<file path="config.mk">
export PLATFORM = sky130hd
export DESIGN_NAME = axi_clint
export DESIGN_NICKNAME = d
export VERILOG_FILES = /design/src/include/soc_bus_macros.svh /design/src/verilog/soc_bus_pkg.sv /design/src/verilog/axi_clint.sv
export SDC_FILE = /design/constraint.sdc
export NUM_CORES = 1
export LEC_CHECK = 0
export BUFFER_PORTS_ARGS = -buffer_cell sky130_fd_sc_hd__buf_2
export CAP_MARGIN = 30
export CELL_PAD_IN_SITES_DETAIL_PLACEMENT = 0
export CELL_PAD_IN_SITES_GLOBAL_PLACEMENT = 1
export CORE_MARGIN = 3
export CORE_UTILIZATION = 25
export DETAILED_ROUTE_END_ITERATION = 10
export GPL_TIMING_DRIVEN = 0
export MAX_ROUTING_LAYER = met4
export PLACE_DENSITY = 0.55
export SLEW_MARGIN = 20
export SYNTH_ARGS = -nofsm -noshare
export SYNTH_HDL_FRONTEND = slang
export SYNTH_SLANG_ARGS = --single-unit
export TNS_END_PERCENT = 1
</file>
<file path="constraint.sdc">
create_clock -name clk -period 3.6 [get_ports clk]
set_input_delay 0.54 -clock clk [delete_from_list [all_inputs] [get_ports clk]]
set_output_delay 0.54 -clock clk [all_outputs]
set_load 0.01 [all_outputs]
</file>
<file path="src/include/soc_bus_macros.svh">
`ifndef SOC_BUS_MACROS_SVH
`define SOC_BUS_MACROS_SVH

// system bus address map.

// sram window, both bounds inclusive.
`define SRAM_BASE       32'h8000_0000
`define SRAM_LAST       32'h87ff_ffff

// memory depth in 32-bit words, a power of two.
`define SRAM_WORDS      1024

// console transmit register.
`define UART_TX_ADDR    32'ha000_03f8

// mtime counter, low word then high word.
`define CLINT_MTIME_LO  32'ha000_0048
`define CLINT_MTIME_HI  32'ha000_004c

`endif

</file>
<file path="src/verilog/soc_bus_pkg.sv">
package soc_bus_pkg;

	typedef logic [31:0] addr_t;
	typedef logic [31:0] data_t;
	typedef logic [3:0]  strb_t;

	typedef enum logic [1:0] {
		OKAY   = 2'b00,
		EXOKAY = 2'b01,
		SLVERR = 2'b10,
		DECERR = 2'b11
	} resp_e;

	// who holds the shared read path.
	typedef enum logic [1:0] {RD_IDLE, RD_IFU, RD_LSU} rd_owner_e;

	typedef enum logic [1:0] {WR_IDLE, WR_BUSY, WR_RESP} wr_state_e;

	typedef enum logic [1:0] {SEL_SRAM, SEL_UART, SEL_CLINT, SEL_NONE} slave_sel_e;

	typedef struct packed {
		addr_t addr;
	} ar_chan_t;

	typedef struct packed {
		data_t data;
		resp_e resp;
	} r_chan_t;

	typedef struct packed {
		addr_t addr;
	} aw_chan_t;

	typedef struct packed {
		data_t data;
		strb_t strb;
	} w_chan_t;

	typedef struct packed {
		resp_e resp;
	} b_chan_t;

endpackage

</file>
<file path="src/verilog/axi_clint.sv">
`timescale 1ns/1ps

module axi_clint import soc_bus_pkg::*; (
	input  logic     clk,
	input  logic     rst_n,

	input  ar_chan_t ar,
	input  logic     arvalid,
	output logic     arready,
	output r_chan_t  r,
	output logic     rvalid,
	input  logic     rready
);

	logic [63:0] mtime;
	data_t       rdata_q;
	logic        rd_fire;

	assign arready = !rvalid;
	assign rd_fire = arvalid && arready;

	always_ff @(posedge clk) begin
		if (!rst_n) begin
			mtime  <= '0;
			rvalid <= 1'b0;
		end else begin
			mtime <= mtime + 64'd1;
			if (rd_fire)
				rvalid <= 1'b1;
			else if (rready)
				rvalid <= 1'b0;
		end
	end

	// bit 2 picks the high word.
	always_ff @(posedge clk) begin
		if (rd_fire)
			rdata_q <= ar.addr[2] ? mtime[63:32] : mtime[31:0];
	end

	assign r = '{data: rdata_q, resp: OKAY};

endmodule

</file>
Word-level counts from Yosys, hierarchy flattened:

Cells that the tools add are included.
Widths: inputs -> output; s select.

* memories kept: 0
* memory bits (writable): 0
* output and inout bits: 36
* ROM bits: 0
* register bits: 97
* latch bits: 0

* order comparisons: 0
* divide/modulo/power cells: 0
* reductions and logical operators: 3
* muxes and demuxes: 3
* eq/ne operators: 0
* add/sub/neg operators: 1
* bitwise gates (word level): 0
* $mul: 0
* shift operators: 0

Operators with widths (number)
* $add 64x1->64 const B: 1
* $mux 32: 1
* $mux 1: 2
* $reduce_bool 2->1: 1
* $logic_and 1x1->1: 1
* $logic_not 1->1: 1

Depth between registers and ports, before layout:

* word-level depth: 3
* depth in mapped cells: 7
* gate-level depth less buffers: 6

Least setup slack after synthesis:

OpenSTA, ideal clock, no wires.

* path type: input to register
* start: input port arvalid
* end: register rdata_q[0], enable pin
* buffers on the path: 0
* arrival time: 1988 ps
* setup time: 425 ps
* setup slack: 1188 ps
* stages on the path: 1
* cell sequence: nor2b_1

* cells in the longest elaborated chain, start to end: 1

Ends and longest elaborated chain
* start, declared: RTL line axi_clint.sv:8 `input logic arvalid,`
* $logic_and 1x1->1: RTL line axi_clint.sv:20 `assign rd_fire = arvalid && arready;`
* end signal, assigned: RTL line axi_clint.sv:38 `rdata_q <= ar.addr[2] ? mtime[63:32] : mtime[31:0];`
* end, declared: RTL line axi_clint.sv:16 `data_t rdata_q;`

Every way passes these cells.
A chain may end at the register's enable or synchronous reset.

Worst setup path in the final report:

* start: register mtime[0]
* end: register mtime[56]

* cells in the longest elaborated chain, start to end: 1

Ends and longest elaborated chain
* start, declared: RTL line axi_clint.sv:15 `logic [63:0] mtime;`
* start signal, assigned: RTL line axi_clint.sv:27 `mtime <= mtime + 64'd1;`
* $add 64x1->64: RTL line axi_clint.sv:27

Every way passes these cells.

==> results summary <==
The flow ran to the end, and the final reports show no timing, DRC or antenna violations. The transition at the pin with the smallest max-transition slack came out at around 740 ps. The vias per cell is 4.76. The number of buffers inserted during clock tree synthesis came out at 9. Clock-pin slew was measured on the worst setup and hold paths at 70 ps. The maximum number of pins on one net before global-route repair is 19. In this run the remaining antenna-violating nets after routing total 0. The clock passes through at most 2 buffers. The total track usage came out at 12.3%. TritonCTS built the clock tree. The critical register-to-register path startpoint is mtime[0]$_SDFF_PN0_. Summing every instance area after synthesis gives 4420 µm². The via count of the first global-routing pass is 3,280.

The post-CTS setup-driven buffer insertion count came out at 0. Prior to clock tree synthesis, the placed netlist has a worst setup slack of 952 ps. The maximum single-stage delay on the critical path is 640 ps. The area share of fa/ha/maj cells after synthesis is 0.283%. The DRC violation total after the first TritonRoute iteration came out at 182. By area the synthesized netlist is led by dfxtp_1, edfxtp_1, mux2_2. The max-slew violation count came out at 0.

The placeable core region came out at 17,300 µm². The cell sitting at the root of the clock tree is a clkbuf_16. The proportion of netlist area held by the largest area contributor came out at 29.4%.

The total stage count of the critical path is 6. The total of endpoints with negative setup slack in the final report is 0. The number of nets in the finished design is between 500 and 600. The total negative setup slack came out at 0 ps. In the routed design, unresolved DRC markers number 0.

After synthesis, the mean cell area works out to 10.3 µm². The number of rows created at floorplan came out at 48. The number of antenna violations at the first check in global routing came out at 0.

The portion of the post-synthesis area used by sequential elements came out at about half. Counting the fill cells in the layout gives 1,831. The later-pin clock latency in the skew report came out at ~350 ps. The hold violation total from the final report is 0.

Setup repair after global routing left no endpoint under its margin. The capturing instance or port of the critical path is mtime[56]$_SDFF_PN0_. The first-pass iteration count of the detailed router came out at 4. Dividing the final minimum period by the clock period gives 73.7%.

The critical path data required time came out at 3880 ps. In the synthesized netlist the dominant register cell turns out to be dfxtp_1. dfxtp_1 takes more of the synthesized area than any other cell. The number of buffer cells added on primary ports is 37. The HPWL after detailed placement is 8.13 mm. The worst clock skew is between 6 and 7 ps. The total clock sinks came out at 97. By area, the combinational part of the netlist is dominated by simple AND/OR/NAND/NOR gates. The compound-cell area share of the yosys netlist came out at 8.43%. The critical path is of the reg -> reg type. The worst-case IR drop observed on VDD is 0.232 mV. The startpoint class of the critical path is a register. Walking the worst path, the cells encountered are ha_1 > nand3_1 > nor4_4 > nand4_2 > or3_1 > a21oi_1. The worst path buffer plus inverter count came out at 0. The final setup slack of the worst path is between 900 and 1000 ps. The areal power density over the cells came out at 440 nW/µm². The total grt overflow is 0. Grouping stages by cell kind, the critical path spends the most delay in simple AND/OR/NAND/NOR gates. The shortest period the worst path allows is ~2700 ps.

The top achievable clock speed came out at about 380 MHz. Tracing the worst setup path back leads to its startpoint at mtime[0]$_SDFF_PN0_. In this run the critical register-to-register path is captured at mtime[56]$_SDFF_PN0_. The synthesized netlist devotes 6.33% of its cell area to XOR and XNOR gates. The instance count of the mapped netlist is 429. The height of the die is between 100 and 150 µm.

The async set-or-reset flop fraction in the synthesized netlist came out at 0%. The initial utilization of the core area, before any placement, comes to roughly 26%. The utilization of the core after routing came out at 30.4%.

The total of cells resized after clock tree synthesis is 0. Yosys printed 0 warnings. The number of top-level pins is 72. Of the cells placed in the final design, the portion with a size suffix greater than 1 is around 21%. dfxtp_1 is the most common cell in the netlist.

The kind of capture point of the worst setup path is a register. The depth of the CTS H-tree came out at 3. The depth of the most critical reg-to-reg path is 6.

The die boundary width is 139 µm. On the critical path, the stage with the largest delay is an instance of nor4_4. For the worst setup path, the data arrival time is between 2000 and 3000 ps.

The post-synthesis cell type count is 38. The wire length per cell is 15.8 µm. The via total after detailed routing came out at 3,374. The multiplexer area fraction after synthesis came out at 6.87%.

The relative max-transition margin came out at 50.1%. The routed design has approximately 11 mm of wire. The area of the die is 19,300 µm².

The sum of internal, switching and leakage power is roughly 2.3 mW. The area overhead of the layout relative to synthesis came out at 18.9%. The hold-fix buffer count after cts came out at 0. The internal reg-to-reg setup slack came out at between 900 and 1000 ps. The cell total after placement is 693. After synthesis the netlist holds a flip-flop and latch count of 97. The simple-gate share of the synthesized area is 24.3%.

The first global-routing pass estimated 18.1 mm of wire. In this run, synthesis inferred 32 flip-flops with an integrated enable. Sorting the synthesized cells by how often they occur yields dfxtp_1, nor2_1, edfxtp_1.

The maximum net fanout on the critical path is 9. The leakage power is 1.85 nW. The max-cap violation count came out at 0. The weighted congestion at the end of routability-driven global placement is roughly 0.8. The repair_antennas step left the layout with diodes totalling 0. In this run the worst hold path is classified as in -> reg.

The count of non-filler cells in the finished layout came out at 709.
==> cells in the final DEF, fill, tap and decap left out, drive strengths merged, types with 2 or more instances in the layout <==
master,count
clkinv,2
mux2,27
dfxtp,65
o21a,6
and2,6
or3,17
or4,10
nor4,10
xor2,17
conb,2
nand4,25
bufinv,2
clkbuf,24
edfxtp,32
and3,8
buf,42
nand2,27
nand3,21
nor3,7
and4,4
o21ai,22
o31ai,10
nor2,41
inv,9
or2,2
a21oi,27
xnor2,15
==> layout make-up <==
class | instances | area (µm²) | share of cell area, %
plain buffers | 17 | 80.1 | 1.52
clock buffers | 11 | 253 | 4.80
clock inverters | 5 | 77.6 | 1.47
inverters | 9 | 33.8 | 0.642
multi-input cells | 307 | 2060 | 39.2
flip-flops and latches | 97 | 2260 | 43.0
well taps | 225 | 282 | 5.35
repair buffers | 38 | 213 | 4.04
==> worst min path at each step <==
stage | from | to | slack, ps | cells past startpoint
after floorplan | mtime[0]$_SDFF_PN0_ | mtime[0]$_SDFF_PN0_ | 440 | 1
after global placement | mtime[61]$_SDFF_PN0_ | mtime[61]$_SDFF_PN0_ | 480 | 2
after detailed placement | mtime[63]$_SDFF_PN0_ | mtime[63]$_SDFF_PN0_ | 480 | 2
after CTS | rready | rvalid$_SDFFE_PN0P_ | 360 | 2
after global routing | rready | rvalid$_SDFFE_PN0P_ | 370 | 2
final | rready | rvalid$_SDFFE_PN0P_ | 380 | 2
==> kinds of logic after synthesis <==
family / after synthesis
buffers and inverters: 26
flip-flops: 97
AND/OR/NAND/NOR: 179
multiplexers: 27
other: 1
adder cells (fa/ha/maj): 1
XOR/XNOR: 32
AO/OA/AOI/OAI: 66
==> report_power, final <==
part           switching, mW  internal, mW
Sequential           0.00792          1.15
Combinational         0.0601        0.0324
Clock                  0.420         0.644
==> worst reg2reg max path: stages, from the launching register on <==
cell     delay (ps)
dfxtp_1         410
ha_1            270
nand3_1         270
nor4_4          640
nand4_2         390
or3_1           450
a21oi_1         140
==> sequential cells by signal (all words and copies together), names as in the netlist <==
signal / flops
rvalid: 1
mtime: 64
rdata_q: 32
==> through the flow <==
stage          hold slack [ps]  instance area (µm²)
6_report                   377                 5260
5_1_grt                    368                 5260
4_1_cts                    361                 5260
3_5_place_dp               480                 4930
3_3_place_gp               478                 4890
2_1_floorplan              439                 4430
==> per-layer routing <==
layer	vias to the layer above	part of all wire (%)	track usage, %
met5	-	0	-
met2	61	46	18.5
met3	18	4.5	2.76
li1	1675	-	-
met4	0	1.8	5.15
met1	1620	48	16.0
Power figures use the tool's default switching activity.
