## config.mk

```make
export PLATFORM = sky130hd
export DESIGN_NAME = axi_uart_tx
export DESIGN_NICKNAME = d
export VERILOG_FILES = /design/src/include/soc_bus_macros.svh /design/src/verilog/soc_bus_pkg.sv /design/src/verilog/axi_uart_tx.sv
export SDC_FILE = /design/constraint.sdc
export NUM_CORES = 1
export LEC_CHECK = 0
export ABC_AREA = 0
export BUFFER_PORTS_ARGS = -buffer_cell sky130_fd_sc_hd__buf_2
export CORE_MARGIN = 2
export CORE_UTILIZATION = 22
export DETAILED_ROUTE_END_ITERATION = 7
export PLACE_DENSITY = 0.88
export SLEW_MARGIN = 20
export SYNTH_ARGS = -nofsm -noshare
export SYNTH_HDL_FRONTEND = slang
export SYNTH_SLANG_ARGS = --single-unit
```

## constraint.sdc

```tcl
create_clock -name clk -period 2.1 [get_ports clk]
set_clock_uncertainty 0.05 [all_clocks]
set_input_delay 0.21 -clock clk [delete_from_list [all_inputs] [get_ports clk]]
set_output_delay 0.21 -clock clk [all_outputs]
set_load 0.01 [all_outputs]
```

## src/include/soc_bus_macros.svh

```systemverilog
`ifndef SOC_BUS_MACROS_SVH
`define SOC_BUS_MACROS_SVH

// system bus address map.

// sram window, both bounds inclusive.
`define SRAM_BASE       32'h8000_0000
`define SRAM_LAST       32'h87ff_ffff

// memory depth in 32-bit words, a power of two.
`define SRAM_WORDS      1024

// console transmit register.
`define UART_TX_ADDR    32'ha000_03f8

// mtime counter, low word then high word.
`define CLINT_MTIME_LO  32'ha000_0048
`define CLINT_MTIME_HI  32'ha000_004c

`endif

```

## src/verilog/soc_bus_pkg.sv

```systemverilog
package soc_bus_pkg;

	typedef logic [31:0] addr_t;
	typedef logic [31:0] data_t;
	typedef logic [3:0]  strb_t;

	typedef enum logic [1:0] {
		OKAY   = 2'b00,
		EXOKAY = 2'b01,
		SLVERR = 2'b10,
		DECERR = 2'b11
	} resp_e;

	// who holds the shared read path.
	typedef enum logic [1:0] {RD_IDLE, RD_IFU, RD_LSU} rd_owner_e;

	typedef enum logic [1:0] {WR_IDLE, WR_BUSY, WR_RESP} wr_state_e;

	typedef enum logic [1:0] {SEL_SRAM, SEL_UART, SEL_CLINT, SEL_NONE} slave_sel_e;

	typedef struct packed {
		addr_t addr;
	} ar_chan_t;

	typedef struct packed {
		data_t data;
		resp_e resp;
	} r_chan_t;

	typedef struct packed {
		addr_t addr;
	} aw_chan_t;

	typedef struct packed {
		data_t data;
		strb_t strb;
	} w_chan_t;

	typedef struct packed {
		resp_e resp;
	} b_chan_t;

endpackage

```

## src/verilog/axi_uart_tx.sv

```systemverilog
`timescale 1ns/1ps

module axi_uart_tx import soc_bus_pkg::*; (
	input  logic       clk,
	input  logic       rst_n,

	input  aw_chan_t   aw,
	input  logic       awvalid,
	output logic       awready,
	input  w_chan_t    w,
	input  logic       wvalid,
	output logic       wready,
	output b_chan_t    b,
	output logic       bvalid,
	input  logic       bready,

	output logic [7:0] tx_data,
	output logic       tx_valid
);

	logic wr_fire;

	assign awready = !bvalid;
	assign wready  = !bvalid;
	assign wr_fire = awvalid && awready && wvalid && wready;

	always_ff @(posedge clk) begin
		if (!rst_n) begin
			bvalid   <= 1'b0;
			tx_valid <= 1'b0;
		end else begin
			tx_valid <= wr_fire && w.strb[0]; // single cycle pulse.
			if (wr_fire)
				bvalid <= 1'b1;
			else if (bready)
				bvalid <= 1'b0;
		end
	end

	// console byte sits in lane 0.
	always_ff @(posedge clk) begin
		if (wr_fire && w.strb[0])
			tx_data <= w.data[7:0];
	end

	// nothing to refuse, writes without the strobe are simply dropped.
	assign b = '{resp: OKAY};

endmodule

```

### Yosys cells after proc, flatten, opt, wreduce, memory -nomap -nowiden

Cells that the tools add are included.

* multiplexer cells: 2
* reductions and logical operators: 6

Operators with widths (count)
* logical AND 1 bit: 4
* two-way mux 1 bit: 2
* nonzero test 2 bit: 1
* zero test 1 bit: 1

* register bits after elaboration: 10
* input port bits: 73
* output and inout port bits: 14

### Logic depth before layout (Yosys ltp)

* word-level depth: 5
* depth in mapped cells: 2

### Worst setup path after synthesis

OpenSTA, ideal clock, no wires.

* path kind: flip-flop to flip-flop
* start: register bvalid
* end: register tx_data[0], enable pin
* path slack: 0.958 ns
* arrival time: 0.757 ns
* library setup time: 0.335 ns
* stages on the path, launching flop included: 2
* path buffers: 0
* cell sequence: dfxtp_1 > and4b_1

* word-level cells in the longest chain between the ends: 5

RTL lines
* start: declaration: RTL line axi_uart_tx.sv:14 `output logic bvalid,`
* start signal: assignment: RTL line axi_uart_tx.sv:29 `bvalid <= 1'b0;`
* start signal: assignment: RTL line axi_uart_tx.sv:34 `bvalid <= 1'b1;`
* start signal: assignment: RTL line axi_uart_tx.sv:36 `bvalid <= 1'b0;`
* zero test 1 bit (*): RTL line axi_uart_tx.sv:23, axi_uart_tx.sv:24
* logical AND 1 bit (2 in series): RTL line axi_uart_tx.sv:25 `assign wr_fire = awvalid && awready && wvalid && wready;`
* logical AND 1 bit (*): RTL line axi_uart_tx.sv:25
* logical AND 1 bit (*): RTL line axi_uart_tx.sv:42 `if (wr_fire && w.strb[0])`
* end signal: assignment: RTL line axi_uart_tx.sv:43 `tx_data <= w.data[7:0];`
* end: declaration: RTL line axi_uart_tx.sv:17 `output logic [7:0] tx_data,`

Every way passes the cells marked *; elsewhere a longest branch is shown, timed or not.
A chain may end at the register's enable or synchronous reset.

### Worst setup path in the final report

* start: register bvalid
* end: register tx_data[7], enable pin

The elaborated chain is that of the path after synthesis.

==> metrics list <==
- Once the clock tree was built, the resizer swapped 0 gates to a different size.
- Pin placement for this block handled between 80 and 90 I/O pins.
- TritonCTS built the clock tree.
- Routability-driven placement finished with a final weighted congestion of ~0.65.
- The slowest stage of the critical path is the sky130_fd_sc_hd__and4b_1 cell.
- Yosys mapped the design onto 9 distinct sky130hd cell types.
* Netlist Area Pre-Place: approximately 350 um^2
- In the routed design, unresolved DRC markers number 0.
* Vias in the first global route: between 200 and 250
- Along the worst path, the maximum fanout reaches 9.
- Number of H-tree levels: 1
- Inserted Clock Buffers: 3
* PortBufs: 25
- Fraction of synthesized cell area taken by the top area cell type: 69.6%
- The global routing stage identified its most utilized layer as met2.
- Worst-path cell chain: and4b_1
* Maximum number of pins on one net before global-route repair: 10
- Sequential fraction of design power: approximately 53%
- The tool flagged a number of max-cap violations equal to 0.
- Summed over all cells, the static leakage comes to approximately 0.24 nW.
- Internal power consumption: 0.000341 W
* Net switching component of the power: around 0.000081 W
- Across the VDD grid, the largest voltage drop is around 0.25 mV.
- Detailed-route via count: between 200 and 250
- The area growth from synthesis to layout is 47.1%.
- Hold-critical path endpoint: tx_data[1]
* Remaining antenna violation count: 0
- Number of enable-type register cells in the synthesized netlist: 8
* Setup TNS after final layout: 0 ns
- The final critical path takes up between 50% and 60% of the cycle.
* Detailed-routing iteration count for the pre-antenna-repair pass: 2
- Place WS: ~0.88 ns
- Top post-synthesis cells by count: sky130_fd_sc_hd__edfxtp_1, sky130_fd_sc_hd__buf_4, sky130_fd_sc_hd__dfxtp_1
* Worst r2r dst: tx_data[7]
* Number of nets in the layout: between 100 and 150
* Critical path start-end classification: flop to flop
- Comb power frac: between 7 and 8%
- Clock-pin slew reported for the worst setup and hold paths after clock tree synthesis: approximately 0.070 ns
- In this run the post-CTS setup repair buffer count came out at 0.
* Post-layout power: around 0.00042 W
- All-Layer GR Usage: ~7.3%
- Global-route wire length before repair: just under 1000 um
* Part of the total power dissipated in the clock network: 39.9%
- RSZ-0062 raised after global routing: no
* Final Hold Violating Endpoints: 0
- The tree is rooted in a sky130_fd_sc_hd__clkbuf_4.
* Endpoints failing setup: 0
- Reg-to-reg critical path startpoint: bvalid
- Clock period minus worst slack: around 1.2 ns
- Post-synthesis area per instance: ~18 um^2
* Cell type contributing the most total cell area after synthesis: sky130_fd_sc_hd__edfxtp_1
* Pins over their slew limit: 0
* Nature of the critical path endpoint: flop
- Data arrival at the endpoint of the critical path: between 1 and 1.5 ns
- The synthesized design contains 10 register bits.
- Fraction of synthesized area in multiplexers: 0%
- The number of antenna violations at the first check in global routing was 0.
- Run status: finished, final reports clean
- STA classifies the critical path startpoint as a flop.
- Required time worst endpoint: around 2 ns
* Async set or reset register ratio after synthesis: 0%
* Share of layout cells above drive strength 1: a little over three fifths
- For this configuration, the core starts out at a cell density of between 20% and 30%.
- Switching Share: between 10% and 20%
* Total core area: 1490 um^2
- Combinational family with the most area after synthesis: buffers and inverters
* Area fraction in compound gates after synthesis: ~2.9%
* Met3 usage: between 3 and 4%
- Minimum setup slack among reg-to-reg paths: about 0.9 ns
- Yosys printed 0 warnings.
- Fraction of the yosys area taken by sequential cells: between 80 and 90%
- After clock tree synthesis, the flow added hold-fix buffers numbering 0.
- Clock tree synthesis found a total of 10 sinks.
* Commonest register cell after synthesis: sky130_fd_sc_hd__edfxtp_1
* Mean number of vias per cell: around 4
- HPWL Detailed: around 540 um
- Based on the critical path, the design can be clocked at up to ~830 MHz.
- The floorplan has 14 rows.
- Die Area: 1900 um^2
- Total gr overflow: 0
* Adder-cell share of the synthesized area: 0%
- After Yosys synthesis, XOR and XNOR cells account for 0% of the synthesized area.
- Met1 capacity usage during global routing: between 8 and 9%
- By area the synthesized netlist is led by sky130_fd_sc_hd__edfxtp_1, sky130_fd_sc_hd__dfxtp_1, sky130_fd_sc_hd__buf_4, sky130_fd_sc_hd__a41o_1, sky130_fd_sc_hd__and4b_1.
* Area share of and/or/nand/nor cells after synthesis: under 10%
- Across all setup checks in the final design, the least slack found is 0.894 ns.
- CP Buf/Inv Count: 0
* Die W: about 44 um
- Along the worst hold path, the cell count comes to 1.
* CP delay by family, top: simple AND/OR/NAND/NOR gates
- Met2 Resource Use GR: around 11%
- Number of buffers on the longest clock path: 2
- Pwr per Cell Area: between 800 and 900 nW/um^2
* Classification of the worst-slack hold path: input port to flop
- For this run, the slowest stage of the critical path takes roughly 0.49 ns.
* Synthesized netlist cell count: 19
* Cell depth of the worst flop-to-flop path: 1
- After detailed routing, the average wire length per cell comes to 10.4 um.
* Cell with the most instances after synthesis: sky130_fd_sc_hd__edfxtp_1
* Hold Path Origin: w[5]
- Antenna diode instance count: 0
* Die span in y: 43.6 um
- Summed over all layers, the routed wires come to roughly 650 um.
- First DRT Iteration DRCs: 1
- Clk_lat worst skew: between 0.2 and 0.3 ns
==> cell families after synthesis <==
group           Yosys count
compound gates            1
flops                    10
other cells               1
simple gates              3
buf+inv                   4
==> per-layer routing <==
| metal | vias to the layer above | wire (um) |
|---|---|---|
| met4 | 0 | 0 |
| li1 | 118 | - |
| met1 | 109 | 254 |
| met5 | - | 0 |
| met2 | 20 | 310 |
| met3 | 0 | 81 |
==> per-stage QoR <==
stage	hold WS, ns	area [um^2]	util [%]	cells
6_report	0.0743	508	34.1	62
3_5_place_dp	0.339	472	31.7	58
2_1_floorplan	0.259	349	-	20
5_1_grt	0.0624	508	34.1	62
4_1_cts	0.0627	508	34.1	62
3_3_place_gp	0.338	472	31.7	58
==> state kept, by name (all words and copies together) (netlist names) <==
register and cells:
tx_data 8, tx_valid 1, bvalid 1
==> how the worst max path moves through the flow <==
stage | startpoint | end | slack, ns | cells past startpoint
2_1_floorplan | bvalid | tx_data[0] | 0.96 | 1
3_3_place_gp | bvalid | tx_data[5] | 0.92 | 1
3_5_place_dp | bvalid | tx_data[3] | 0.88 | 1
4_1_cts | bvalid | tx_data[5] | 0.86 | 1
5_1_grt | bvalid | tx_data[1] | 0.80 | 1
6_report | bvalid | tx_data[7] | 0.89 | 1
==> cells in the final DEF, fill, tap and decap left out <==
cell type / instances
sky130_fd_sc_hd__a41o_1: 1
sky130_fd_sc_hd__dfxtp_1: 2
sky130_fd_sc_hd__inv_1: 1
sky130_fd_sc_hd__buf_2: 25
sky130_fd_sc_hd__clkbuf_8: 1
sky130_fd_sc_hd__and2_1: 1
sky130_fd_sc_hd__edfxtp_1: 8
sky130_fd_sc_hd__and4b_1: 1
sky130_fd_sc_hd__and3b_1: 1
sky130_fd_sc_hd__clkbuf_4: 3
sky130_fd_sc_hd__conb_1: 2
==> power groups by stage <==
stage                     combinational [W]  clock, W  sequential (W)
after floorplan                   0.0000121         0        0.000230
after global placement            0.0000307         0        0.000227
after detailed placement          0.0000318         0        0.000227
after CTS                         0.0000319  0.000177        0.000223
after global routing              0.0000344  0.000185        0.000223
final                             0.0000310  0.000168        0.000223
==> area by class of cell <==
class / instances / area [um^2]
fill: 155 / 981
multi-input combinational: 6 / 42.5
sequential: 10 / 280
clock buffer: 4 / 36.3
inverter: 1 / 3.75
timing repair buffer: 25 / 125
tap: 16 / 20.0
(Power assumes the default switching activity.)
