### src/include/soc_bus_macros.svh
`ifndef SOC_BUS_MACROS_SVH
`define SOC_BUS_MACROS_SVH

// system bus address map.

// sram window, both bounds inclusive.
`define SRAM_BASE       32'h8000_0000
`define SRAM_LAST       32'h87ff_ffff

// memory depth in 32-bit words, a power of two.
`define SRAM_WORDS      1024

// console transmit register.
`define UART_TX_ADDR    32'ha000_03f8

// mtime counter, low word then high word.
`define CLINT_MTIME_LO  32'ha000_0048
`define CLINT_MTIME_HI  32'ha000_004c

`endif

### src/verilog/soc_bus_pkg.sv
package soc_bus_pkg;

	typedef logic [31:0] addr_t;
	typedef logic [31:0] data_t;
	typedef logic [3:0]  strb_t;

	typedef enum logic [1:0] {
		OKAY   = 2'b00,
		EXOKAY = 2'b01,
		SLVERR = 2'b10,
		DECERR = 2'b11
	} resp_e;

	// who holds the shared read path.
	typedef enum logic [1:0] {RD_IDLE, RD_IFU, RD_LSU} rd_owner_e;

	typedef enum logic [1:0] {WR_IDLE, WR_BUSY, WR_RESP} wr_state_e;

	typedef enum logic [1:0] {SEL_SRAM, SEL_UART, SEL_CLINT, SEL_NONE} slave_sel_e;

	typedef struct packed {
		addr_t addr;
	} ar_chan_t;

	typedef struct packed {
		data_t data;
		resp_e resp;
	} r_chan_t;

	typedef struct packed {
		addr_t addr;
	} aw_chan_t;

	typedef struct packed {
		data_t data;
		strb_t strb;
	} w_chan_t;

	typedef struct packed {
		resp_e resp;
	} b_chan_t;

endpackage

### src/verilog/xbar.sv
`timescale 1ns/1ps
`include "soc_bus_macros.svh"

module xbar import soc_bus_pkg::*; (
	input  logic     clk,
	input  logic     rst_n,

	input  ar_chan_t ifu_ar,
	input  logic     ifu_arvalid,
	output logic     ifu_arready,
	output r_chan_t  ifu_r,
	output logic     ifu_rvalid,
	input  logic     ifu_rready,

	input  ar_chan_t lsu_ar,
	input  logic     lsu_arvalid,
	output logic     lsu_arready,
	output r_chan_t  lsu_r,
	output logic     lsu_rvalid,
	input  logic     lsu_rready,
	input  aw_chan_t lsu_aw,
	input  logic     lsu_awvalid,
	output logic     lsu_awready,
	input  w_chan_t  lsu_w,
	input  logic     lsu_wvalid,
	output logic     lsu_wready,
	output b_chan_t  lsu_b,
	output logic     lsu_bvalid,
	input  logic     lsu_bready,

	output ar_chan_t sram_ar,
	output logic     sram_arvalid,
	input  logic     sram_arready,
	input  r_chan_t  sram_r,
	input  logic     sram_rvalid,
	output logic     sram_rready,
	output aw_chan_t sram_aw,
	output logic     sram_awvalid,
	input  logic     sram_awready,
	output w_chan_t  sram_w,
	output logic     sram_wvalid,
	input  logic     sram_wready,
	input  b_chan_t  sram_b,
	input  logic     sram_bvalid,
	output logic     sram_bready,

	output aw_chan_t uart_aw,
	output logic     uart_awvalid,
	input  logic     uart_awready,
	output w_chan_t  uart_w,
	output logic     uart_wvalid,
	input  logic     uart_wready,
	input  b_chan_t  uart_b,
	input  logic     uart_bvalid,
	output logic     uart_bready,

	output ar_chan_t clint_ar,
	output logic     clint_arvalid,
	input  logic     clint_arready,
	input  r_chan_t  clint_r,
	input  logic     clint_rvalid,
	output logic     clint_rready
);

	rd_owner_e  rd_owner;
	slave_sel_e rd_sel;
	logic       rd_err_valid; // DECERR read answer pending.
	wr_state_e  wr_state;
	slave_sel_e wr_sel;

	ar_chan_t own_ar;
	logic     own_arvalid, own_arready;
	r_chan_t  own_r;
	logic     own_rvalid, own_rready;
	logic     r_fire, wr_fire;
	logic     wr_busy, wr_resp;

	// uart is write only and clint read only.
	function automatic slave_sel_e decode(addr_t a, logic is_wr);
		if (a >= `SRAM_BASE && a <= `SRAM_LAST)
			return SEL_SRAM;
		if (is_wr && a == `UART_TX_ADDR)
			return SEL_UART;
		if (!is_wr && (a == `CLINT_MTIME_LO || a == `CLINT_MTIME_HI))
			return SEL_CLINT;
		return SEL_NONE;
	endfunction

	always_comb begin
		own_ar      = (rd_owner == RD_LSU) ? lsu_ar : ifu_ar;
		own_arvalid = (rd_owner == RD_IFU) ? ifu_arvalid : (rd_owner == RD_LSU) && lsu_arvalid;
		own_rready  = (rd_owner == RD_IFU) ? ifu_rready : (rd_owner == RD_LSU) && lsu_rready;
		case (rd_sel)
			SEL_SRAM: begin
				own_arready = sram_arready;
				own_rvalid  = sram_rvalid;
				own_r       = sram_r;
			end
			SEL_CLINT: begin
				own_arready = clint_arready;
				own_rvalid  = clint_rvalid;
				own_r       = clint_r;
			end
			default: begin // answered here.
				own_arready = !rd_err_valid;
				own_rvalid  = rd_err_valid;
				own_r       = '{data: '0, resp: DECERR};
			end
		endcase
	end

	assign sram_ar       = own_ar;
	assign clint_ar      = own_ar;
	assign sram_arvalid  = own_arvalid && rd_sel == SEL_SRAM;
	assign clint_arvalid = own_arvalid && rd_sel == SEL_CLINT;
	assign sram_rready   = own_rready && rd_sel == SEL_SRAM;
	assign clint_rready  = own_rready && rd_sel == SEL_CLINT;

	assign ifu_arready = rd_owner == RD_IFU && own_arready;
	assign lsu_arready = rd_owner == RD_LSU && own_arready;
	assign ifu_rvalid  = rd_owner == RD_IFU && own_rvalid;
	assign lsu_rvalid  = rd_owner == RD_LSU && own_rvalid;
	assign ifu_r       = (rd_owner == RD_IFU) ? own_r : '0;
	assign lsu_r       = (rd_owner == RD_LSU) ? own_r : '0;
	assign r_fire      = own_rvalid && own_rready;

	always_ff @(posedge clk) begin
		if (!rst_n) begin
			rd_owner     <= RD_IDLE;
			rd_sel       <= SEL_NONE;
			rd_err_valid <= 1'b0;
		end else begin
			case (rd_owner)
				RD_IDLE: begin
					if (ifu_arvalid) begin // ifu wins ties.
						rd_owner <= RD_IFU;
						rd_sel   <= decode(ifu_ar.addr, 1'b0);
					end else if (lsu_arvalid) begin
						rd_owner <= RD_LSU;
						rd_sel   <= decode(lsu_ar.addr, 1'b0);
					end
				end
				default: if (r_fire) rd_owner <= RD_IDLE;
			endcase
			if (own_arvalid && own_arready && rd_sel == SEL_NONE)
				rd_err_valid <= 1'b1;
			else if (r_fire)
				rd_err_valid <= 1'b0;
		end
	end

	assign wr_busy = wr_state == WR_BUSY;
	assign wr_resp = wr_state == WR_RESP;

	assign sram_aw      = lsu_aw;
	assign uart_aw      = lsu_aw;
	assign sram_w       = lsu_w;
	assign uart_w       = lsu_w;
	assign sram_awvalid = wr_busy && wr_sel == SEL_SRAM && lsu_awvalid;
	assign sram_wvalid  = wr_busy && wr_sel == SEL_SRAM && lsu_wvalid;
	assign uart_awvalid = wr_busy && wr_sel == SEL_UART && lsu_awvalid;
	assign uart_wvalid  = wr_busy && wr_sel == SEL_UART && lsu_wvalid;
	assign sram_bready  = wr_resp && wr_sel == SEL_SRAM && lsu_bready;
	assign uart_bready  = wr_resp && wr_sel == SEL_UART && lsu_bready;

	always_comb begin
		case (wr_sel)
			SEL_SRAM: begin
				lsu_awready = wr_busy && sram_awready;
				lsu_wready  = wr_busy && sram_wready;
				lsu_bvalid  = wr_resp && sram_bvalid;
				lsu_b       = sram_b;
			end
			SEL_UART: begin
				lsu_awready = wr_busy && uart_awready;
				lsu_wready  = wr_busy && uart_wready;
				lsu_bvalid  = wr_resp && uart_bvalid;
				lsu_b       = uart_b;
			end
			default: begin
				lsu_awready = wr_busy;
				lsu_wready  = wr_busy;
				lsu_bvalid  = wr_resp; // one cycle after acceptance.
				lsu_b       = '{resp: DECERR};
			end
		endcase
	end

	assign wr_fire = lsu_awvalid && lsu_awready && lsu_wvalid && lsu_wready;

	always_ff @(posedge clk) begin
		if (!rst_n) begin
			wr_state <= WR_IDLE;
			wr_sel   <= SEL_NONE;
		end else begin
			case (wr_state)
				WR_IDLE: begin
					if (lsu_awvalid) begin
						wr_state <= WR_BUSY;
						wr_sel   <= decode(lsu_aw.addr, 1'b1);
					end
				end
				WR_BUSY: if (wr_fire) wr_state <= WR_RESP;
				default: if (lsu_bvalid && lsu_bready) wr_state <= WR_IDLE;
			endcase
		end
	end

	// once ifu has its address through, lsu waits for the ifu data.
	a_rd_excl: assert property (@(posedge clk) disable iff (!rst_n)
		ifu_arvalid && ifu_arready |=> !lsu_arready until_with (ifu_rvalid && ifu_rready));

	a_lsu_r_hold: assert property (@(posedge clk) disable iff (!rst_n)
		lsu_rvalid && !lsu_rready |=> lsu_rvalid && $stable(lsu_r));

endmodule

### config.mk
export PLATFORM = sky130hd
export DESIGN_NAME = xbar
export DESIGN_NICKNAME = d
export VERILOG_FILES = /design/src/verilog/soc_bus_pkg.sv /design/src/verilog/xbar.sv
export VERILOG_INCLUDE_DIRS = /design/src /design/src/include
export SDC_FILE = /design/constraint.sdc
export NUM_CORES = 1
export LEC_CHECK = 0
export BUFFER_PORTS_ARGS = -buffer_cell sky130_fd_sc_hd__buf_4
export CAP_MARGIN = 10
export CORE_AREA = 2 2 200 202
export CTS_CLUSTER_DIAMETER = 30
export DETAILED_ROUTE_END_ITERATION = 12
export DIE_AREA = 0 0 202 204
export PLACE_DENSITY = 0.36
export SLEW_MARGIN = 40
export SYNTH_ARGS = -nofsm -noshare
export SYNTH_HDL_FRONTEND = slang
export SYNTH_SLANG_ARGS = --single-unit
export TNS_END_PERCENT = 1
### constraint.sdc
create_clock -name clk -period 1.8 [get_ports clk]
set_clock_uncertainty 0.1 [all_clocks]
set_input_delay 0.36 -clock clk [delete_from_list [all_inputs] [get_ports clk]]
set_output_delay 0.36 -clock clk [all_outputs]
set_load 0.05 [all_outputs]
# --- Word level (Yosys, flattened, before mapping) ---
# Cells that the tools add are included.
# W data, S select, Z words.
totals:
  out_inout_bits: 287
  regBits: 9
  input_bits: 223
  wordCells: 142
op_classes:
  n_eq_ne: 15
  magnitude_cmp: 6
  n_mux: 65
  reduce_logical: 51
ops:
  columns: ["operator", "n"]
  rows:
  - ["$eq A32 B32 Y1 const B", 5]
  - ["$ge A32 B32 Y1 const B", 3]
  - ["$le A32 B32 Y1 const B", 3]
  - ["$mux W34", 2]
  - ["$pmux W34 S2", 1]
  - ["$mux W2", 21]
  - ["$logic_and A1 B1 Y1", 36]
  - ["$mux W1", 33]
  - ["$mux W32", 1]
  - ["$pmux W1 S2", 5]
  - ["$eq A2 B2 Y1 const B", 4]
  - ["$logic_not A2 Y1", 4]
  - ["$pmux W2 S2", 2]
  - ["$eq A2 B1 Y1 const B", 3]
  - ["$reduce_and A2 Y1", 3]
  - ["$reduce_bool A2 Y1", 3]
  - ["$ne A2 B2 Y1 const B", 2]
  - ["$ne A3 B3 Y1 const B", 1]
  - ["$reduce_and A3 Y1", 1]
  - ["$reduce_bool A3 Y1", 1]
  - ["$logic_or A1 B1 Y1", 2]
  - ["$logic_not A1 Y1", 1]

# --- Logic depth before layout (Yosys ltp) ---
# Gate-level depths: netlist (run 1).
logic_depth:
  depth_word: 16
  ltp_mapped: 6
  depth_no_buf: 4

# --- Worst setup path after synthesis (run 1) ---
# OpenSTA, ideal clock, no wires.
synth_timing:
  path_type: "register to output"
  start: "register rd_owner[0]"
  end: "output sram_ar[29] in the netlist's numbering"
  stages_incl_launch_ff: 6
  n_path_buf: 3
  arrival_ns: 2.357
  setup_slack_ns: -1.017
  required_time_ns: 1.340
  path_cell_list: "dfxtp_1 > nand2b_1 > buf_2 > buf_2 > o21ai_0 > buf_4"
synth_rtl:
  columns: ["item", "line", "text"]
  rows:
  - ["start, declared", "xbar.sv:65", "rd_owner_e rd_owner;"]
  - ["start signal, assigned", "xbar.sv:129", "rd_owner <= RD_IDLE;"]
  - ["start signal, assigned", "xbar.sv:136", "rd_owner <= RD_IFU;"]
  - ["start signal, assigned", "xbar.sv:139", "rd_owner <= RD_LSU;"]
  - ["end, declared", "xbar.sv:31", "output ar_chan_t sram_ar,"]

==> results of run 1 <==
==> synth_stat cells (all sizes together) (2+ instances only) <==
cell	n
mux2i	37
dfxtp	9
and3	2
nor4bb	2
nand3b	2
nor2	81
nor2b	9
o21ai	3
nand2b	6
nor3	5
nand4	6
a21oi	4
nor4	12
nor4b	7
nand2	14
inv	5
clkbuf	4
mux2	32
a22oi	2
o31ai	2
o21a	2
a21boi	2
buf	181
o211ai	2
a211oi	3
==> critical path, stage by stage (launching register included) <==
cell	delay (ns)
dfxtp_4	0.39
buf_12	0.13
buf_16	0.17
mux2i_4	0.32
nor2_4	0.06
buf_6	0.15
==> cell families (layout without fill, tap and decap cells) <==
kind of cell / after synthesis / after routing / synth area share, %
and+or+nand+nor: 152 / 152 / 23.2
muxes: 69 / 69 / 22.8
AOI/OAI and AO/OA: 26 / 26 / 5.98
DFF: 9 / 9 / 5.63
buffers and inverters: 190 / 457 / 42.3
==> metrics by stage <==
step | setup TNS (ns) | power [mW] | setup slack [ns] | utilization (%) | hold WS [ns]
after global routing | -22.17 | 3.55 | -0.208 | 19.7 | 0.327
after floorplan | -15.73 | 2.30 | -0.208 | - | 0.336
after detailed placement | -0.686 | 2.62 | -0.310 | 16.4 | 0.375
after global placement | -0.434 | 2.63 | -0.285 | 16.4 | 0.370
after CTS | -18.15 | 3.35 | -0.209 | 18.9 | 0.324
final | -13.97 | 3.40 | -0.148 | 19.7 | 0.325
==> sequential cells by signal (all words and copies together), names as in the netlist <==
register	cells
wr_state	2
rd_sel	2
wr_sel	2
rd_err_valid	1
rd_owner	2
==> final cells by class <==
class	instances	area, sq um
Clock buffer	4	78.8
Fill cell	4301	31500
Inverter	5	18.8
Multi-Input combinational cell	247	2630
Sequential cell	9	193
Tap cell	525	657
Timing Repair Buffer	448	4160
==> worst paths after layout <==
| kind | from | endpoint | cells past startpoint |
|---|---|---|---|
| setup / recovery | rd_sel[1] | ifu_r[25] | 5 |
| hold / removal | rst_n | rd_sel[1] | 2 |
| setup reg to reg | rd_sel[1] | rd_owner[0] | 5 |
| hold reg to reg | rd_err_valid | rd_err_valid | 2 |
==> timing repair <==
action,in CTS,in global routing
pin swaps,10,9
cloned,5,2
gates resized for setup,173,69
setup buffers,3,4
setup endpoints to repair,150,148
==> per-layer routing <==
layer | share of wire (%) | vias to the layer above | wire [um] | global-route usage [%]
met3 | 9.5 | 38 | 1850 | 2.81
met1 | 36 | 1884 | 6970 | 9.07
li1 | - | 1884 | - | -
met2 | 52 | 294 | 10100 | 15.8
met4 | 2.9 | 0 | 571 | 2.57
met5 | 0 | - | 0 | 0
==> power by group through the flow <==
stage	logic [mW]	clock network [mW]	registers, mW
3_3_place_gp	2.39	0	0.237
2_1_floorplan	2.06	0	0.235
4_1_cts	2.65	0.461	0.238
6_report	2.73	0.424	0.241
5_1_grt	2.84	0.466	0.244
3_5_place_dp	2.39	0	0.237
==> run metrics, run 1 <==
Detailed Place HPWL 15800 um; Crit Path Class register to output port; failing checks setup timing; ranking of synthesized cells by area buf_4 (39%), mux2i_1 (12%), mux2_2 (11%); Cell Area, Synth 3200 sq um; power per cell area 439 nW/um^2; drt drc 0; Num CTS Buffers 3; WP data arrival 1.49 ns; Startpoint Class register; share of cells above drive strength 1 86.4%; Peak VDD IR 179 uV; Ports 510; Worst Setup End Kind output port; gr usage total 8.50%; CTS Sinks 9; Data required, critical path 1.34 ns; routed vias 4100; EDFF count, synth 0; Final setup viols 136; Worst-Skew Late Latency 0.24 ns; clk buf depth 2; ANT nets after route 0; max-slew violation count 0; routed len/inst 15.7 um; dominant cell type by area after synthesis buf_4; Cell Area, Placed 6430 sq um; initial antenna violation count 1; Psw 1.76 mW; sw frac 51.7%; pin count of the biggest net entering global routing 17; ANT cells 0; most common cell after layout, fill and taps aside buf_4; fin cells 1238; FFs w/ async S/R, synth 0%; Initial DRT Pass Iterations 4; Seq pwr share 7.1%; post-synth net total 669; period utilization 108%; Seq/Total Area, Yosys 5.63%; die width 202 um; top_reg_cell synth dfxtp_1; clock root buffer clkbuf_16; status finished, violations left; grt ovf 0; Slew headroom 69.9%; Int Pwr 1.64 mW; Placed Cells 1221; most frequent cells in the layout buf_4 (289), buf_6 (137), nor2_4 (51), mux2_4 (32), nor2_2 (21); Syn. warnings 0; die area 41200 sq um; RSZ-0062 raised after global routing true; final WL 19500 um; clock-pin transition on the worst setup and hold timing paths 0.04 ns; global-route wire length before repair 26300 um; CP max FO 8; CTS tree done; core area 39200 sq um; FP Rows 73; synth unique cells 40; Hold Crit Class input port to register; Synth top area share 39.4%; reg2reg setup slack 0.26 ns; Clk pwr share 12.5%; CTS Hold Bufs 0; final worst slack -0.148 ns; Highest Clock Rate 513 MHz; Final #Nets 937; Gate power share 80.4%; syn_area_per_cell 7.17 sq um; #FFs+latches synth 9; Layout area overhead 142%; Worst-Margin Slew 0.445 ns; PortBufs 401; via/cell ratio 3.31; starting density of the core 8.16%; leak pwr 3.48 nW; Syn Inst Count 446; global placement routability congestion 0.779; Iteration-0 DRC Markers 139; post-route cell area 7730 sq um; Final min period 1.95 ns; Max Cap Viol 0; H-tree level count 1; Die Ht 204 um; vias in the first global route 4074; hold violation total from the final report 0
No activity file was read; power rests on OpenSTA's default activity.
==> inputs of run 2 (changes only) <==
CTS_CLUSTER_SIZE = 8   (was unset)
PLACE_DENSITY = unset   (was 0.36)
==> run metrics, run 2 (synthesis results as in run 1) <==
global-route wire length before repair 24400 um (-7.1%); Iteration-0 DRC Markers 126 (-9.4%); die width 202 um (unchanged); Worst R2R Start rd_sel[1]; final worst slack -0.200 ns (-0.0521 ns); WP data arrival 1.54 ns (+0.05 ns); clk buf depth 2 (unchanged); leak pwr 3.36 nW (-3.6%); grt ovf 0 (unchanged); most frequent cells in the layout buf_4 (308), buf_6 (122), nor2_4 (42), mux2_4 (31), nor2_2 (30); Num CTS Buffers 3 (unchanged); Slew headroom 68.7% (-1.1 points); Highest Clock Rate 500 MHz (-2.6%); Max Cap Viol 0 (unchanged); starting density of the core 8.16% (unchanged); Buf/Inv on CP 2 (-1); initial antenna violation count 1 (unchanged); RSZ-0062 raised after global routing true; failing checks setup timing; Worst-Skew Late Latency 0.24 ns (about the same); clock root buffer clkbuf_16; Detailed Place HPWL 15100 um (-4.6%); Die Ht 204 um (unchanged); final core utilization 18.9% (-0.85 points); CTS Sinks 9 (unchanged); Worst-Margin Slew 0.464 ns (+0.0192 ns); FP Rows 73 (unchanged); max incr delay on CP 0.46 ns (+0.07 ns); Final min period 2.00 ns (+0.0521 ns); Peak VDD IR 196 uV (+9.3%); most common cell after layout, fill and taps aside buf_4; share of cells above drive strength 1 85.8% (-0.56 points); hold path startpoint rst_n; power per cell area 450 nW/um^2 (+2.3%); Ports 510 (unchanged); core area 39200 sq um (unchanged); Min-Delay Endpoint wr_sel[0]; CTS tree done; via/cell ratio 3.29 (-0.51%); max-slew violation count 0 (unchanged); reg2reg setup slack 0.22 ns (-0.04 ns); routed len/inst 14.9 um (-5.1%); Fill cells 4214 (-2.0%); gr usage total 7.88% (-0.62 points); PortBufs 401 (unchanged); CP startpoint rd_sel[1]; Initial DRT Pass Iterations 4 (unchanged); slowest CP cell dfxtp_4; Data required, critical path 1.34 ns (about the same); drt drc 0 (unchanged); Startpoint Class register; routed vias 4056 (-1.1%); H-tree level count 1 (unchanged); CTS Hold Bufs 0 (unchanged); Final #Nets 930 (-0.75%); pin count of the biggest net entering global routing 33 (+16); global placement routability congestion 0.848 (+8.8%); die area 41200 sq um (unchanged); final WL 18400 um (-5.6%); Final setup viols 138 (+1.5%); ANT cells 0 (unchanged); family with the most delay on the worst path flip-flops; ANT nets after route 0 (unchanged); CP max FO 8 (unchanged); clock-pin transition on the worst setup and hold timing paths 0.05 ns (about the same); Worst Setup End Kind output port; vias in the first global route 3975 (-2.4%); status finished, violations left; period utilization 111% (+2.9 points); worst r2r path cells 5 (unchanged); Layout area overhead 131%; post-placement setup slack -0.284 ns (+0.0264 ns); Crit Path Class register to output port; critical path depth 4 (-1); CP cell instances buf_12 -> mux2i_2 -> nor2_4 -> buf_4; Hold Crit Class input port to register; Worst Hold Path Cells 2 (unchanged); reg2reg end rd_owner[1]; hold violation total from the final report 0 (unchanged)
[run 2: cell count changes in the layout (fill, tap and decap cells not counted), moves of 6 or more]
cell	before	now
buf_8	9	3
mux2i_4	18	12
buf_4	289	308
mux2i_2	13	19
buf_6	137	122
nor2_2	21	30
nor2_4	51	42
[run 2: worst max path at each step]
stage	end
final	ifu_r[26]
after global routing	ifu_r[22]
after CTS	lsu_r[27]
after detailed placement	rd_sel[0]
after global placement	rd_sel[0]
after floorplan	sram_bready
[run 2: area by class of cell]
cell class	count	area, sq um	share of cell area (%)
Timing Repair Buffer	441	3930	53.1
Clock buffer	4	78.8	1.07
Multi-Input combinational cell	247	2520	34.1
Inverter	5	18.8	0.254
Tap cell	525	657	8.88
Sequential cell	9	190	2.57
[run 2: what timing repair did]
| action | 4_1_cts | 5_1_grt |
|---|---|---|
| setup endpoints to repair | 150 | 148 |
| cloned | 3 | 1 |
| pin swaps | 7 | 3 |
| resized for setup | 142 | 49 |
| setup buffers | 0 | 2 |
[run 2: per-stage QoR]
step / cells / hold slack, ns / TNS (ns) / power [mW] / cell area, sq um
2_1_floorplan: 446 / 0.336 / -15.73 / 2.30 / 3800
3_3_place_gp: 1221 / 0.372 / -0.592 / 2.61 / 6430
3_5_place_dp: 1221 / 0.383 / -1.26 / 2.62 / 6430
4_1_cts: 1228 / 0.315 / -21.18 / 3.28 / 7120
5_1_grt: 1231 / 0.322 / -25.40 / 3.46 / 7390
6_report: 1231 / 0.307 / -17.98 / 3.33 / 7390
[run 2: power breakdown]
part           leakage [nW]  switching, mW  internal [mW]
Clock                0.0382          0.128          0.299
Combinational          3.24           1.58           1.08
Sequential           0.0749         0.0238          0.216
Total                  3.36           1.73           1.59
[run 2: per-layer routing]
layer / vias up / GRT usage [%] / wire length [um]
met5: - / 0 / 0
met4: 0 / 2.86 / 478
met3: 28 / 2.39 / 1680
met2: 290 / 14.9 / 9660
met1: 1873 / 8.14 / 6550
li1: 1865 / - / -
